**config.mk**
```make
export PLATFORM = sky130hd
export DESIGN_NAME = MicrorocDaq
export DESIGN_NICKNAME = d
export VERILOG_FILES = /design/src/hdl/EventPkg.sv /design/src/hdl/DaqCtrlPkg.sv /design/src/hdl/MicrorocDaq.sv /design/src/hdl/EventFramer.sv /design/src/hdl/EventFifo.sv /design/src/hdl/ReadoutDeserializer.sv /design/src/hdl/DaqSequencer.sv
export SDC_FILE = /design/constraint.sdc
export NUM_CORES = 1
export LEC_CHECK = 0
export ABC_CLOCK_PERIOD_IN_PS = 7000
export BUFFER_PORTS_ARGS = -buffer_cell sky130_fd_sc_hd__buf_2
export CORE_MARGIN = 2
export CORE_UTILIZATION = 50
export DETAILED_ROUTE_END_ITERATION = 10
export HOLD_SLACK_MARGIN = 0.02
export PLACE_DENSITY = 0.66
export SYNTH_ARGS = -nofsm -noshare
export SYNTH_HDL_FRONTEND = slang
export SYNTH_SLANG_ARGS = --single-unit
```
**constraint.sdc**
```tcl
create_clock -name Clk -period 7 [get_ports Clk]
set_clock_uncertainty 0.1 [all_clocks]
set_input_delay 0.35 -clock Clk [delete_from_list [all_inputs] [get_ports Clk]]
set_output_delay 0.35 -clock Clk [all_outputs]
set_load 0.05 [all_outputs]
```
**src/hdl/EventPkg.sv**
```systemverilog
package EventPkg;

  ////////////////////////////////////////////////////////////
  // Readout words and buffer entries
  ////////////////////////////////////////////////////////////

  typedef logic [15:0] dataWord_t; // One deserialized readout word

  // Buffer entry, data holds the event word count when last is set
  typedef struct packed {
    logic      last; // End of event marker
    dataWord_t data; // Readout word or word count
  } fifoEntry_t;

  ////////////////////////////////////////////////////////////
  // Host framing
  ////////////////////////////////////////////////////////////

  typedef enum logic [1:0] {
    Header  = 2'd0, // Header word pending
    Body    = 2'd1, // Forwarding data words
    Trailer = 2'd2  // Event closed
  } frameState_e;

  // Upper byte marks of header and trailer words
  localparam logic [7:0] HeaderMark  = 8'hA5;
  localparam logic [7:0] TrailerMark = 8'h5A;

endpackage

```
**src/hdl/DaqCtrlPkg.sv**
```systemverilog
package DaqCtrlPkg;

  ////////////////////////////////////////////////////////////
  // Acquisition sequencer states
  ////////////////////////////////////////////////////////////

  typedef enum logic [3:0] {
    Idle         = 4'd0, // Waiting for a launch
    ChipReset    = 4'd1, // resetB just pulled low
    PowerOn      = 4'd2, // Digital supply up, reset still held
    Release      = 4'd3, // Reset released, settling
    Acquisition  = 4'd4, // startAcq window
    WaitFull     = 4'd5, // Wait for chip to finish
    StartReadout = 4'd6, // startReadout pulse
    WaitRead     = 4'd7, // Readout in progress
    EndReadout   = 4'd8  // onceEnd cycle
  } daqState_e;

  ////////////////////////////////////////////////////////////
  // ASIC control pins
  ////////////////////////////////////////////////////////////

  typedef struct packed {
    logic resetB;       // Digital part reset, active low
    logic startAcq;     // Acquisition window
    logic startReadout; // Digital RAM readout start
    logic pwrA;         // Analog power pulsing
    logic pwrD;         // Digital power pulsing
    logic pwrDac;       // DAC power pulsing
  } asicCtrl_t;

endpackage
```
**src/hdl/MicrorocDaq.sv**
```systemverilog
`timescale 1ns/1ps

module MicrorocDaq #(
  parameter int unsigned PwrRstCycles   = 8,
  parameter int unsigned RstStartCycles = 40,
  parameter int unsigned SroCycles      = 16,
  parameter int unsigned FifoDepth      = 16
) (
  input  logic                  Clk,
  input  logic                  reset_n,
  input  logic                  start,
  input  logic                  startEnable,
  input  logic [15:0]           acqTime,
  input  logic                  chipSatB,    // Active low, async
  input  logic                  endReadout,  // Async
  input  logic                  dout,        // Serial readout data
  input  logic                  transmitOn,
  input  logic                  outBusy,
  output DaqCtrlPkg::asicCtrl_t asicCtrl,
  output logic                  onceEnd,
  output EventPkg::dataWord_t   outWord,
  output logic                  outValid,
  output logic                  overflow
);

  logic                 wrEn;
  EventPkg::fifoEntry_t wrEntry;
  logic                 rdEn;
  EventPkg::fifoEntry_t rdEntry;
  logic                 fifoFull;
  logic                 fifoEmpty;

  ////////////////////////////////////////////////////////////
  // Control and readout chain
  ////////////////////////////////////////////////////////////

  DaqSequencer #(
    .PwrRstCycles  (PwrRstCycles),
    .RstStartCycles(RstStartCycles),
    .SroCycles     (SroCycles)
  ) sequencer (
    .Clk        (Clk),
    .reset_n    (reset_n),
    .start      (start),
    .startEnable(startEnable),
    .chipSatB   (chipSatB),
    .endReadout (endReadout),
    .acqTime    (acqTime),
    .asicCtrl   (asicCtrl),
    .onceEnd    (onceEnd)
  );

  // Producer
  ReadoutDeserializer deser (
    .Clk       (Clk),
    .reset_n   (reset_n),
    .dout      (dout),
    .transmitOn(transmitOn),
    .onceEnd   (onceEnd),
    .fifoFull  (fifoFull),
    .wrEn      (wrEn),
    .wrEntry   (wrEntry),
    .overflow  (overflow)
  );

  EventFifo #(
    .FifoDepth(FifoDepth)
  ) fifo (
    .Clk    (Clk),
    .reset_n(reset_n),
    .wrEn   (wrEn),
    .wrEntry(wrEntry),
    .rdEn   (rdEn),
    .rdEntry(rdEntry),
    .full   (fifoFull),
    .empty  (fifoEmpty)
  );

  // Consumer, host side
  EventFramer framer (
    .Clk     (Clk),
    .reset_n (reset_n),
    .rdEntry (rdEntry),
    .empty   (fifoEmpty),
    .outBusy (outBusy),
    .rdEn    (rdEn),
    .outWord (outWord),
    .outValid(outValid)
  );

endmodule

```
**src/hdl/EventFramer.sv**
```systemverilog
`timescale 1ns/1ps

module EventFramer (
  input  logic                 Clk,
  input  logic                 reset_n,
  input  EventPkg::fifoEntry_t rdEntry, // FIFO head
  input  logic                 empty,
  input  logic                 outBusy, // Host back-pressure
  output logic                 rdEn,
  output EventPkg::dataWord_t  outWord,
  output logic                 outValid
);

  EventPkg::frameState_e state;
  logic [7:0]            eventNum; // Wraps after 256 events
  logic                  go;       // Something to send, host ready

  assign go = ~empty & ~outBusy;

  ////////////////////////////////////////////////////////////
  // Output word select
  ////////////////////////////////////////////////////////////

  always_comb begin
    rdEn     = 1'b0;
    outValid = 1'b0;
    outWord  = {EventPkg::HeaderMark, eventNum};
    case (state)
      EventPkg::Body: begin
        rdEn     = go;
        outValid = go;
        if (rdEntry.last) begin
          outWord = {EventPkg::TrailerMark, rdEntry.data[7:0]}; // Count low byte
        end else begin
          outWord = rdEntry.data;
        end
      end
      EventPkg::Trailer: begin
        outValid = 1'b0; // Gap between events
      end
      default: begin
        outValid = go; // Header waits for first entry, no pop
      end
    endcase
  end

  ////////////////////////////////////////////////////////////
  // Frame FSM
  ////////////////////////////////////////////////////////////

  always_ff @(posedge Clk or negedge reset_n) begin
    if (!reset_n) begin
      state    <= EventPkg::Header;
      eventNum <= 8'd0;
    end else begin
      case (state)
        EventPkg::Header: begin
          if (go) begin
            state <= EventPkg::Body;
          end
        end
        EventPkg::Body: begin
          if (go && rdEntry.last) begin
            state <= EventPkg::Trailer;
          end
        end
        EventPkg::Trailer: begin
          eventNum <= eventNum + 8'd1; // Next event number
          state    <= EventPkg::Header;
        end
        default: begin
          state <= EventPkg::Header;
        end
      endcase
    end
  end

endmodule

```
**src/hdl/EventFifo.sv**
```systemverilog
`timescale 1ns/1ps

module EventFifo #(
  parameter int unsigned FifoDepth = 16 // Power of two
) (
  input  logic                 Clk,
  input  logic                 reset_n,
  input  logic                 wrEn,
  input  EventPkg::fifoEntry_t wrEntry,
  input  logic                 rdEn,
  output EventPkg::fifoEntry_t rdEntry, // Head entry, no read latency
  output logic                 full,
  output logic                 empty
);

  localparam int unsigned AddrW = $clog2(FifoDepth);

  EventPkg::fifoEntry_t mem [FifoDepth];
  logic [AddrW:0]       wrPtr; // Top bit is the wrap flag
  logic [AddrW:0]       rdPtr;
  logic                 doWrite;
  logic                 doRead;

  assign doWrite = wrEn & ~full;
  assign doRead  = rdEn & ~empty;

  // Same index, different lap means full
  assign empty = (wrPtr == rdPtr);
  assign full  = (wrPtr[AddrW] != rdPtr[AddrW]) &&
                 (wrPtr[AddrW-1:0] == rdPtr[AddrW-1:0]);

  always_ff @(posedge Clk or negedge reset_n) begin
    if (!reset_n) begin
      wrPtr <= '0;
      rdPtr <= '0;
    end else begin
      if (doWrite) begin
        wrPtr <= wrPtr + (AddrW+1)'(1);
      end
      if (doRead) begin
        rdPtr <= rdPtr + (AddrW+1)'(1);
      end
    end
  end

  // Storage
  always_ff @(posedge Clk) begin
    if (doWrite) begin
      mem[wrPtr[AddrW-1:0]] <= wrEntry;
    end
  end

  assign rdEntry = mem[rdPtr[AddrW-1:0]];

endmodule

```
**src/hdl/ReadoutDeserializer.sv**
```systemverilog
`timescale 1ns/1ps

module ReadoutDeserializer (
  input  logic                 Clk,
  input  logic                 reset_n,
  input  logic                 dout,       // Serial data, MSB first
  input  logic                 transmitOn, // Bits valid while high
  input  logic                 onceEnd,    // Event finished
  input  logic                 fifoFull,
  output logic                 wrEn,
  output EventPkg::fifoEntry_t wrEntry,
  output logic                 overflow    // Sticky word loss flag
);

  EventPkg::dataWord_t shiftReg;
  EventPkg::dataWord_t wordCnt;  // Words written this event
  logic [3:0]          bitCnt;
  logic                pending;  // wrEntry holds an unwritten entry
  logic                wordDone; // Sixteenth bit arriving now
  logic                dataPush; // Data word goes into the FIFO

  assign wordDone = transmitOn & (bitCnt == 4'd15);
  assign wrEn     = pending & ~fifoFull; // Drop instead of stall
  assign dataPush = wrEn & ~wrEntry.last;

  ////////////////////////////////////////////////////////////
  // Control
  ////////////////////////////////////////////////////////////

  always_ff @(posedge Clk or negedge reset_n) begin
    if (!reset_n) begin
      bitCnt   <= 4'd0;
      pending  <= 1'b0;
      wordCnt  <= '0;
      overflow <= 1'b0;
    end else begin
      // Partial word thrown away when the stream stops
      if (transmitOn && !onceEnd) begin
        bitCnt <= bitCnt + 4'd1;
      end else begin
        bitCnt <= 4'd0;
      end
      pending <= wordDone | onceEnd;
      if (onceEnd) begin
        wordCnt <= '0;
      end else if (dataPush) begin
        wordCnt <= wordCnt + 16'd1;
      end
      if (pending && fifoFull) begin
        overflow <= 1'b1;
      end
    end
  end

  ////////////////////////////////////////////////////////////
  // Payload
  ////////////////////////////////////////////////////////////

  always_ff @(posedge Clk) begin
    if (transmitOn) begin
      shiftReg <= {shiftReg[14:0], dout};
    end
    if (onceEnd) begin
      wrEntry.last <= 1'b1;
      wrEntry.data <= wordCnt + 16'(dataPush); // Count the word leaving now
    end else if (wordDone) begin
      wrEntry.last <= 1'b0;
      wrEntry.data <= {shiftReg[14:0], dout};
    end
  end

endmodule

```
**src/hdl/DaqSequencer.sv**
```systemverilog
`timescale 1ns/1ps

module DaqSequencer #(
  parameter int unsigned PwrRstCycles   = 8,  // Reset hold after power on
  parameter int unsigned RstStartCycles = 40, // Reset release to acquisition
  parameter int unsigned SroCycles      = 16  // Readout start pulse length
) (
  input  logic                  Clk,
  input  logic                  reset_n,
  input  logic                  start,       // Run level from host
  input  logic                  startEnable, // Free-running mode
  input  logic                  chipSatB,    // Chip full, active low, async
  input  logic                  endReadout,  // Readout done, async
  input  logic [15:0]           acqTime,     // Acquisition window length
  output DaqCtrlPkg::asicCtrl_t asicCtrl,
  output logic                  onceEnd      // One cycle per finished cycle
);

  ////////////////////////////////////////////////////////////
  // Synchronizers and edge detection
  ////////////////////////////////////////////////////////////

  logic [2:0] startSync; // Bit 0 samples the pin
  logic [2:0] satSync;
  logic [2:0] endSync;

  always_ff @(posedge Clk or negedge reset_n) begin
    if (!reset_n) begin
      startSync <= 3'b000;
      satSync   <= 3'b111; // Chip not full
      endSync   <= 3'b000;
    end else begin
      startSync <= {startSync[1:0], start};
      satSync   <= {satSync[1:0], chipSatB};
      endSync   <= {endSync[1:0], endReadout};
    end
  end

  logic startRise; // Host start edge
  logic chipFull;  // chipSatB falling, chip memory full
  logic readStart; // chipSatB rising, chip ready for readout
  logic readEnd;   // endReadout falling

  assign startRise = startSync[1] & ~startSync[2];
  assign chipFull  = ~satSync[1] & satSync[2];
  assign readStart = satSync[1] & ~satSync[2];
  assign readEnd   = ~endSync[1] & endSync[2];

  ////////////////////////////////////////////////////////////
  // Acquisition FSM
  ////////////////////////////////////////////////////////////

  DaqCtrlPkg::daqState_e state;
  logic [15:0] delayCnt;     // Shared by all timed states
  logic        resetB;
  logic        startAcq;
  logic        startReadout;
  logic        launch;

  // Host level up and either a fresh edge or auto restart
  assign launch = startSync[1] & (startRise | startEnable);

  always_ff @(posedge Clk or negedge reset_n) begin
    if (!reset_n) begin
      state        <= DaqCtrlPkg::Idle;
      delayCnt     <= 16'd0;
      resetB       <= 1'b1; // Chip runs free after board reset
      startAcq     <= 1'b0;
      startReadout <= 1'b0;
      onceEnd      <= 1'b0;
    end else begin
      case (state)
        DaqCtrlPkg::Idle: begin
          if (launch) begin
            resetB <= 1'b0;
            state  <= DaqCtrlPkg::ChipReset;
          end
        end
        DaqCtrlPkg::ChipReset: begin
          state <= DaqCtrlPkg::PowerOn;
        end
        DaqCtrlPkg::PowerOn: begin
          if (delayCnt < 16'(PwrRstCycles)) begin
            delayCnt <= delayCnt + 16'd1;
          end else begin
            delayCnt <= 16'd0;
            resetB   <= 1'b1;
            state    <= DaqCtrlPkg::Release;
          end
        end
        DaqCtrlPkg::Release: begin
          if (delayCnt < 16'(RstStartCycles)) begin
            delayCnt <= delayCnt + 16'd1;
          end else begin
            delayCnt <= 16'd0;
            startAcq <= 1'b1;
            state    <= DaqCtrlPkg::Acquisition;
          end
        end
        DaqCtrlPkg::Acquisition: begin
          // Chip full cuts the window short
          if (chipFull || delayCnt >= acqTime) begin
            delayCnt <= 16'd0;
            startAcq <= 1'b0;
            state    <= DaqCtrlPkg::WaitFull;
          end else begin
            delayCnt <= delayCnt + 16'd1;
          end
        end
        DaqCtrlPkg::WaitFull: begin
          if (readStart) begin // No timeout here
            startReadout <= 1'b1;
            state        <= DaqCtrlPkg::StartReadout;
          end
        end
        DaqCtrlPkg::StartReadout: begin
          if (delayCnt < 16'(SroCycles)) begin
            delayCnt <= delayCnt + 16'd1;
          end else begin
            delayCnt     <= 16'd0;
            startReadout <= 1'b0;
            state        <= DaqCtrlPkg::WaitRead;
          end
        end
        DaqCtrlPkg::WaitRead: begin
          if (readEnd) begin
            onceEnd <= 1'b1;
            state   <= DaqCtrlPkg::EndReadout;
          end
        end
        DaqCtrlPkg::EndReadout: begin
          onceEnd <= 1'b0;
          state   <= DaqCtrlPkg::Idle;
        end
        default: begin
          state <= DaqCtrlPkg::Idle;
        end
      endcase
    end
  end

  ////////////////////////////////////////////////////////////
  // Power pulsing decode
  ////////////////////////////////////////////////////////////

  logic pwrD;
  logic pwrA;

  always_comb begin
    pwrD = 1'b0;
    pwrA = 1'b0;
    case (state)
      DaqCtrlPkg::ChipReset:    pwrA = 1'b1; // Analog first
      DaqCtrlPkg::PowerOn,
      DaqCtrlPkg::Release,
      DaqCtrlPkg::Acquisition,
      DaqCtrlPkg::WaitFull: begin
        pwrD = 1'b1;
        pwrA = 1'b1;
      end
      DaqCtrlPkg::StartReadout: pwrA = 1'b1; // Digital off for readout
      default: begin
        pwrD = 1'b0;
        pwrA = 1'b0;
      end
    endcase
  end

  always_comb begin
    asicCtrl.resetB       = resetB;
    asicCtrl.startAcq     = startAcq;
    asicCtrl.startReadout = startReadout;
    asicCtrl.pwrA         = pwrA;
    asicCtrl.pwrD         = pwrD;
    asicCtrl.pwrDac       = pwrA; // DAC follows analog supply
  end

endmodule

```
==> results_dict.tcl, run 1 <==
set metrics [dict create \
    synthFlopType "edfxtp_1" \
    dr.pass1.iters 5 \
    fmax_mhz 233 \
    fin_setup_tns_ps 0 \
    pre_cts_ws_ps 3130 \
    cap_violations 0 \
    clk_path_buf_depth 3 \
    synth_cell_types 64 \
    max-vdd-ir-drop_mv 0.473 \
    ios 50 \
    post-route-drc-count 0 \
    hold_viol_final 0 \
    p_per_area_nw_per_um2 437 \
    yosysSeqAreaShare_pct 68.5 \
    worst_slack_ps 2710 \
    clk_latency_ps 530 \
    numPortBuffers 49 \
    crit_path_end_kind "output port" \
    coreArea_um2 31600 \
    synth_edf_count 303 \
    area_growth_pct 12.1 \
    worstPathMaxFanout 37 \
    grt_max_degree 72 \
    start_util_pct 50.8 \
    path_clk_slew_ps 60 \
    synth_top_area_cell "edfxtp_1" \
    rows 65 \
    cts_sinks 379 \
    startpoint_type "register" \
    synth_compound_area_share_pct 4.15 \
    grt_overflow 0 \
    syn_nets 1010 \
    cts_max_level 2 \
    dp_hpwl_mm 19.9 \
    power.leakage_nw 6.34 \
    cp.required_ps 6550 \
    fin_crit_sh_pct 61.3 \
    final_common_cell "edfxtp_1" \
    setup_viol 0 \
    post-route-min-period_ps 4290 \
    nets 1077 \
    grt.total_usage_pct 20.4 \
    post-route-util_pct 57.0 \
    synthXorXnorAreaFrac_pct 2.73 \
    grt_pass1_vias 8581 \
    hold_class "in2reg" \
    routed_wl_mm 33.0 \
    crit_arrival_ps 3840 \
    slew_headroom_pct 29.7 \
    diodes 0 \
    async_reset_ff_share_pct 19.8 \
    multiInputGateArea_um2 4680 \
    ys_ff_latch 379 \
    synth_top_area_share_pct 56.6 \
    ys_top_cells_by_area "edfxtp_1, dfrtp_1, mux4_2" \
    tightestPinTransition_ps 1050 \
    synth_top_family_by_area "multiplexers" \
    cts_buffers 40 \
    cts_tree "yes" \
    drive_above_1_share_pct 22.8 \
    drv_slew 0 \
    ff_latch_area_um2 11000 \
    crit_type "reg2out" \
    syn_inst 958 \
    num_vias 8588 \
    wl_per_cell_um 22.6 \
    fp.dieH_um 183 \
    outcome "finished clean" \
    syn_area_um2 16100 \
    synth-simple-area-share_pct 6.79 \
    viasPerCell 5.89 \
    layout_common_cells "edfxtp_1, mux4_2, dfrtp_1" \
    post_cts_resized 0 \
    cts_root_buf "clkbuf_16" \
    rsz0062_at_grt "false" \
    avgSynthCellArea_um2 16.8 \
    grt_pass1_wl_mm 51.0 \
    die_area_um2 33600 \
    gp_congestion 0.790 \
    synthAdderAreaFrac_pct 2.10 \
    drt.antenna.violating_nets 0 \
    synth_mux_area_share_pct 13.1 \
    nFillCells 2381 \
    synth_warnings 0 \
    drt_iter0_drc 799 \
    die_w_um 183 \
    antenna_found_initial 0 \
]
registers in the layout, indices dropped and copies added (netlist names), 5 cells and up:
name	cells
sequencer.delayCnt	16
deser.wrEntry	17
fifo.wrPtr	5
deser.shiftReg	15
framer.eventNum	8
fifo.rdPtr	5
deser.wordCnt	16
fifo.mem	272
worst max-delay path, cell delays in order, from the launching register on:
cell and delay (ps):
dfrtp_4 900, buf_4 690, mux4_2 580, mux4_2 630
o21ai_0 210, buf_2 290
path summary, 6_finish.rpt:
kind / from / endpoint / slack, ps / depth (start not counted)
worst max-delay path: fifo.rdPtr[0] / outWord[15] / 2710 / 5
worst min-delay path: startEnable / sequencer.resetB / 70 / 4
worst max register to register: fifo.rdPtr[0] / deser.wrEntry[10] / 3620 / 10
worst min register to register: sequencer.startSync[0] / sequencer.startSync[1] / 250 / 0
max in group asynchronous: reset_n / fifo.rdPtr[0] / 5500 / 3
min in group asynchronous: reset_n / sequencer.delayCnt[0] / 140 / 2
Yosys cell counts (5+ instances only):
cell / number
clkbuf_1: 25
ha_1: 27
buf_4: 9
nand2b_1: 5
buf_2: 10
mux4_2: 77
dfrtp_1: 71
xnor2_1: 26
nor4_1: 5
nor3_1: 10
nand3_1: 23
mux4_1: 8
o211ai_1: 5
edfxtp_1: 303
o21ai_0: 26
inv_1: 36
and3_1: 8
nor3b_1: 5
nor4b_1: 5
a21oi_1: 29
nand4_1: 25
a31oi_1: 5
o311ai_1: 5
xor2_1: 24
nor2_1: 54
nand2_1: 48
mux2_2: 12
metrics by stage:
stage,std cells,cell area (um2),power [mW],hold WS (ps)
floorplan,958,16100,5.32,-45.6
global placement,1380,16700,5.94,160
detailed placement,1380,16700,5.99,163
CTS,1457,18000,7.96,44.6
global route,1457,18000,8.26,75.2
finish,1457,18000,7.88,71.6
cell families (layout without fill, tap and decap cells):
group,after synthesis,in the layout
buf+inv,88,185
xor+xnor,50,50
flops,379,379
mux,99,99
compound gates,103,103
fa+ha+maj,27,27
simple gates,212,212
repair_timing:
action,4_1_cts,5_1_grt
buffers inserted,0,0
endpoints found under the setup margin,0,0
hold endpoints to repair,27,0
hold buffers,5,0
power breakdown:
part	total [mW]	switching, mW	internal (mW)
registers	3.44	0.398	3.05
logic	2.47	1.48	0.997
clock network	1.96	0.832	1.13
total	7.88	2.71	5.17
metal layers:
layer | vias up | share of wire (%) | global-route usage, %
met4 | 0 | 2.1 | 5.82
met2 | 256 | 48 | 32.7
met5 | - | 0 | 0
li1 | 3886 | - | -
met1 | 4393 | 45 | 29.7
met3 | 53 | 5.1 | 2.84
area by class of cell:
| type | instances | share of cell area (%) |
|---|---|---|
| Inverter | 36 | 0.750 |
| Clock inverter | 24 | 0.840 |
| Multi-Input combinational cell | 491 | 26.0 |
| Sequential cell | 379 | 61.1 |
| Tap cell | 402 | 2.79 |
| Clock buffer | 48 | 5.95 |
| Timing Repair Buffer | 77 | 2.61 |
No activity file was read; power rests on OpenSTA's default activity.
==> run 2, diff against run 1 <==
- ABC_CLOCK_PERIOD_IN_PS: 7000 -> 3500
- PLACE_DENSITY: 0.66 -> 0.69
- clock period: 7 -> 3.5 ns (I/O delays scaled with it)
==> run 2 against run 1 <==
- non-clock buffer count grew 19
- clock power grew 100%
- critical path depth grew 1
- cell area grew 1.3%
- hold slack lost 31 ps
- routed wire length shrank 2.5%
- total power grew 100%
- global-route usage shrank 0.67 points
- die area is the same
- critical endpoint is now outWord[5]
- largest power group unchanged
- final cell count grew 1.2%
- critical path type unchanged
- count of clock-buffer cells in the layout grew 3
- sequential share of layout area shrank 0.80 points
==> results_dict.tcl, run 2 (synthesis results as in run 1) <==
set metrics [dict create \
    setup_viol 0 \
    viasPerCell 5.83 \
    cts_buffers 39 \
    crit_path_top_delay_cell "mux4_1" \
    fmax_mhz 306 \
    post-route-min-period_ps 3260 \
    coreArea_um2 31600 \
    cp.required_ps 3220 \
    antenna_found_initial 0 \
    area_growth_pct 13.6 \
    worst-path-buf-inv 3 \
    crit_type "reg2out" \
    fp.dieH_um 183 \
    use_met1_pct 28.2 \
    largest_register_ffs 272 \
    worstPathMaxFanout 26 \
    slew_headroom_pct 31.7 \
    multiInputGateArea_um2 4680 \
    wl_per_cell_um 21.8 \
    dp.cells 1390 \
    die_w_um 183 \
    final_cell_count_no_fill 1475 \
    p_per_area_nw_per_um2 878 \
    clk_latency_ps 520 \
    grt_overflow 0 \
    grt.busiest_layer "met2" \
    gp_congestion 0.849 \
    worst_slack_ps 237 \
    total_power_mw 16.0 \
    drt_iter0_drc 802 \
    nets 1095 \
    cts_max_level 2 \
    nFillCells 2367 \
    post_cts_resized 0 \
    outcome "finished clean" \
    layout_common_cells "edfxtp_1, mux4_2, dfrtp_1" \
    cts_tree "yes" \
    routed_wl_mm 32.1 \
    drt.antenna.violating_nets 0 \
    startpoint_type "register" \
    pre_cts_ws_ps 581 \
    grt.total_usage_pct 19.7 \
    crit_arrival_ps 2990 \
    ff_latch_area_um2 11000 \
    rows 65 \
    start_util_pct 50.8 \
    fin_setup_tns_ps 0 \
    dr.pass1.iters 5 \
    hold_viol_final 0 \
    met2_usage_pct 32.2 \
    die_area_um2 33600 \
    grtUsageMet3_pct 3.12 \
    rsz0062_at_grt "false" \
    crit_family "multiplexers" \
    final_common_cell "edfxtp_1" \
    cts_sinks 379 \
    hold_class "in2reg" \
    tightestPinTransition_ps 1020 \
    cp_cell_sequence "buf_4, buf_12, mux4_1, mux4_2, mux2_2, buf_2" \
    post-route-drc-count 0 \
    numPortBuffers 49 \
    diodes 0 \
    cap_violations 0 \
    fin_crit_sh_pct 93.2 \
    dp_hpwl_mm 19.7 \
    clk_path_buf_depth 3 \
    cts_root_buf "clkbuf_16" \
    max-vdd-ir-drop_mv 0.721 \
    crit_path_end_kind "output port" \
    max_stage_delay_ps 600 \
    drive_above_1_share_pct 24.1 \
    grt_pass1_vias 8679 \
    power.leakage_nw 6.47 \
    num_vias 8596 \
    drv_slew 0 \
    grt_pass1_wl_mm 49.8 \
    path_clk_slew_ps 60 \
    ios 50 \
    grt_max_degree 72 \
]
[run 2: cell count changes in the layout (fill, tap and decap cells not counted), sizes merged]
cell         previous run  this run
buf                    72        90
clkbuf                 48        51
clkinv                 18        15
clkinvlp                3         1
bufinv                  1         2
dlygate4sd3             5         6
[run 2: worst register-to-register path: stages (launching register included)]
cell and delay [ps]:
dfrtp_4 570, buf_4 170, xor2_1 150, nor4_4 390, a21oi_1 140, buf_4 180
ha_1 190, ha_1 230, nand2_1 120, nor2_1 90, nand3_1 110, xor2_1 180
a21oi_1 90
[run 2: worst paths after layout]
| path | startpoint | to | slack, ps | depth (start not counted) |
|---|---|---|---|---|
| max reg2reg | fifo.rdPtr[0] | deser.wrEntry[10] | 530 | 12 |
| min | transmitOn | deser.shiftReg[14] | 40 | 1 |
| max in group asynchronous | reset_n | sequencer.satSync[1] | 2270 | 3 |
| min in group asynchronous | reset_n | framer.eventNum[0] | 150 | 2 |
| max | fifo.rdPtr[0] | outWord[5] | 240 | 6 |
| min reg2reg | sequencer.satSync[0] | sequencer.satSync[1] | 260 | 0 |
[run 2: final cells by class]
type | count | share of cell area (%)
multi-input combinational | 491 | 25.6
tap | 402 | 2.75
clock inverter | 20 | 0.898
clock buffer | 51 | 5.93
sequential | 379 | 60.3
timing repair buffer | 96 | 3.78
inverter | 36 | 0.740
[run 2: routing by layer]
| metal | share of wire [%] | wire, um | vias up |
|---|---|---|---|
| met2 | 49 | 15700 | 303 |
| met5 | 0 | 0 | - |
| met3 | 6.6 | 2130 | 43 |
| met4 | 1.6 | 516 | 0 |
| met1 | 43 | 13800 | 4325 |
| li1 | - | - | 3925 |
[run 2: timing repair]
item / CTS / global route
setup endpoints to repair: 0 / 2
hold buffers: 6 / 0
setup buffers: 0 / 8
hold endpoints to repair: 64 / 0
[run 2: power breakdown]
part	internal, mW	switching, mW	total, mW	leakage (nW)
combinational	2.17	3.15	5.33	2.09
sequential	6.10	0.629	6.73	3.77
clock	2.34	1.65	3.98	0.615
[run 2: through the flow]
step	hold slack, ps	cell area, um2	utilization (%)
after global routing	21.9	18300	57.7
after detailed placement	181	16900	53.4
after CTS	22.6	18200	57.5
final	40.2	18300	57.7
after global placement	182	16900	53.4
after floorplan	-221	16100	-
==> run 3, diff against run 2 <==
- ABC_CLOCK_PERIOD_IN_PS: 3500 -> 3100
- PLACE_DENSITY: 0.69 -> 0.66
- clock period: 3.5 -> 3.1 ns (I/O delays scaled with it)
==> run 3 against run 2 <==
- highest routed layer unchanged
- hold slack improved by 96 ps
- setup slack got worse by 180 ps
- register-to-register slack lost 190 ps
- count of clock-buffer cells in the layout fell by 1
- final cell count increased by 1.2%
- largest power group unchanged
- global-route usage is 1.3 points higher
- combinational power up 27%
- largest cell class unchanged
- sequential share of layout area shrank 1.5 points
- flip-flop and latch count did not move
- first-iteration DRC count grew 7.9%
==> results_dict.tcl, run 3 (synthesis results as in run 1) <==
set metrics [dict create \
    outcome "finished clean" \
    die_area_um2 33600 \
    cts_sinks 379 \
    post-route-util_pct 59.2 \
    coreArea_um2 31600 \
    max-vdd-ir-drop_mv 0.848 \
    dp.cells 1398 \
    rsz0062_at_grt "true" \
    crit_family "multiplexers" \
    area_growth_pct 16.6 \
    fin_crit_sh_pct 98.3 \
    ios 50 \
    wl_per_cell_um 23.1 \
    grt.total_usage_pct 21.1 \
    crit_path_end_kind "output port" \
    cp.required_ps 2840 \
    cts_tree "yes" \
    fin_setup_tns_ps 0 \
    power_frac_comb_pct 35.8 \
    cts_buffers 39 \
    grt_pass1_wl_mm 52.6 \
    post-route-min-period_ps 3050 \
    hold_viol_final 0 \
    cts_root_buf "clkbuf_16" \
    layout_common_cells "edfxtp_1, mux4_2, dfrtp_1" \
    post-route-drc-count 0 \
    routed_wl_mm 34.4 \
    startpoint_type "register" \
    top_layer_used "met4" \
    power.leakage_nw 6.65 \
    die_w_um 183 \
    cp_num_cells 5 \
    grt_pass1_vias 8754 \
    grt_overflow 0 \
    drt_iter0_drc 865 \
    clk_path_buf_depth 3 \
    fp.dieH_um 183 \
    p_per_area_nw_per_um2 1010 \
    dr_wl_met2_mm 17.2 \
    clockPowerShare_pct 24.2 \
    clk_latency_ps 550 \
    internal_power_mw 12.4 \
    drt.antenna.violating_nets 0 \
    dr.pass1.iters 5 \
    worst_slack_ps 54.0 \
    tightestPinTransition_ps 812 \
    worstPathMaxFanout 7 \
    hold_class "in2async" \
    seqPwrFrac_pct 40.0 \
    cap_violations 0 \
    antenna_found_initial 0 \
    max_stage_delay_ps 620 \
    p_switching_mw 6.39 \
    swShare_pct 33.9 \
    crit_arrival_ps 2790 \
    cts_max_level 2 \
    crit_path_top_delay_cell "mux4_2" \
    grt_max_degree 60 \
    slew_headroom_pct 45.9 \
    diodes 0 \
    crit_path_frequent_cell "mux4_2" \
    path_clk_slew_ps 60 \
    met3_length_mm 2.04 \
    final_cell_count_no_fill 1493 \
    wl_met1_mm 14.7 \
    drive_above_1_share_pct 25.5 \
    worst-path-buf-inv 2 \
    rows 65 \
    num_vias 8713 \
    total_power_mw 18.8 \
    final_common_cell "edfxtp_1" \
    drv_slew 0 \
    start_util_pct 50.8 \
    cp_cell_sequence "buf_8, mux4_2, mux4_2, o21a_1, buf_4" \
    viasPerCell 5.84 \
    gp_congestion 0.812 \
    crit_type "reg2out" \
    nets 1113 \
    r2r_cells 11 \
    dp_hpwl_mm 20.0 \
    largest_register_ffs 272 \
    setup_viol 0 \
    pre_cts_ws_ps 404 \
    fmax_mhz 328 \
    numPortBuffers 49 \
]
-- run 3: per-stage QoR --
step | hold slack, ps | area, um2
after global routing | 155 | 18700
after floorplan | -241 | 16100
after detailed placement | 162 | 17100
after global placement | 161 | 17100
final | 137 | 18700
after CTS | 138 | 18600
-- run 3: worst paths after layout --
path / end / slack [ps] / startpoint
setup / recovery: outWord[9] / 50 / fifo.rdPtr[0]
max in group asynchronous: sequencer.satSync[2] / 2070 / reset_n
min in group Clk: sequencer.satSync[0] / 160 / chipSatB
setup reg to reg: deser.wrEntry[10] / 340 / fifo.rdPtr[0]
hold / removal: sequencer.delayCnt[0] / 140 / reset_n
hold reg to reg: sequencer.startSync[1] / 250 / sequencer.startSync[0]
-- run 3: layer usage --
metal | global-route usage, % | vias up
li1 | - | 3962
met1 | 30.2 | 4453
met2 | 35.1 | 259
met3 | 2.74 | 39
met4 | 4.48 | 0
met5 | 0 | -
-- run 3: layout make-up --
class / count / area (um2)
well taps: 402 / 503
flip-flops and latches: 379 / 11000
multi-input cells: 492 / 4730
clock inverters: 21 / 216
clock buffers: 50 / 1040
fillers: 2347 / 12900
repair buffers: 113 / 1100
inverters: 36 / 135
-- run 3: power by group through the flow --
stage	Combinational [mW]	Sequential, mW	Clock (mW)
3_5_place_dp	6.25	7.65	0
2_1_floorplan	4.65	7.39	0
3_3_place_gp	6.20	7.60	0
5_1_grt	7.20	7.66	4.86
6_report	6.75	7.54	4.56
4_1_cts	6.63	7.53	4.65
-- run 3: what timing repair did --
action,in CTS,in global routing
hold endpoints to repair,77,0
buffers inserted,6,6
hold buffers,8,0
gates cloned,2,2
setup endpoints to repair,15,17
gates resized for setup,19,23
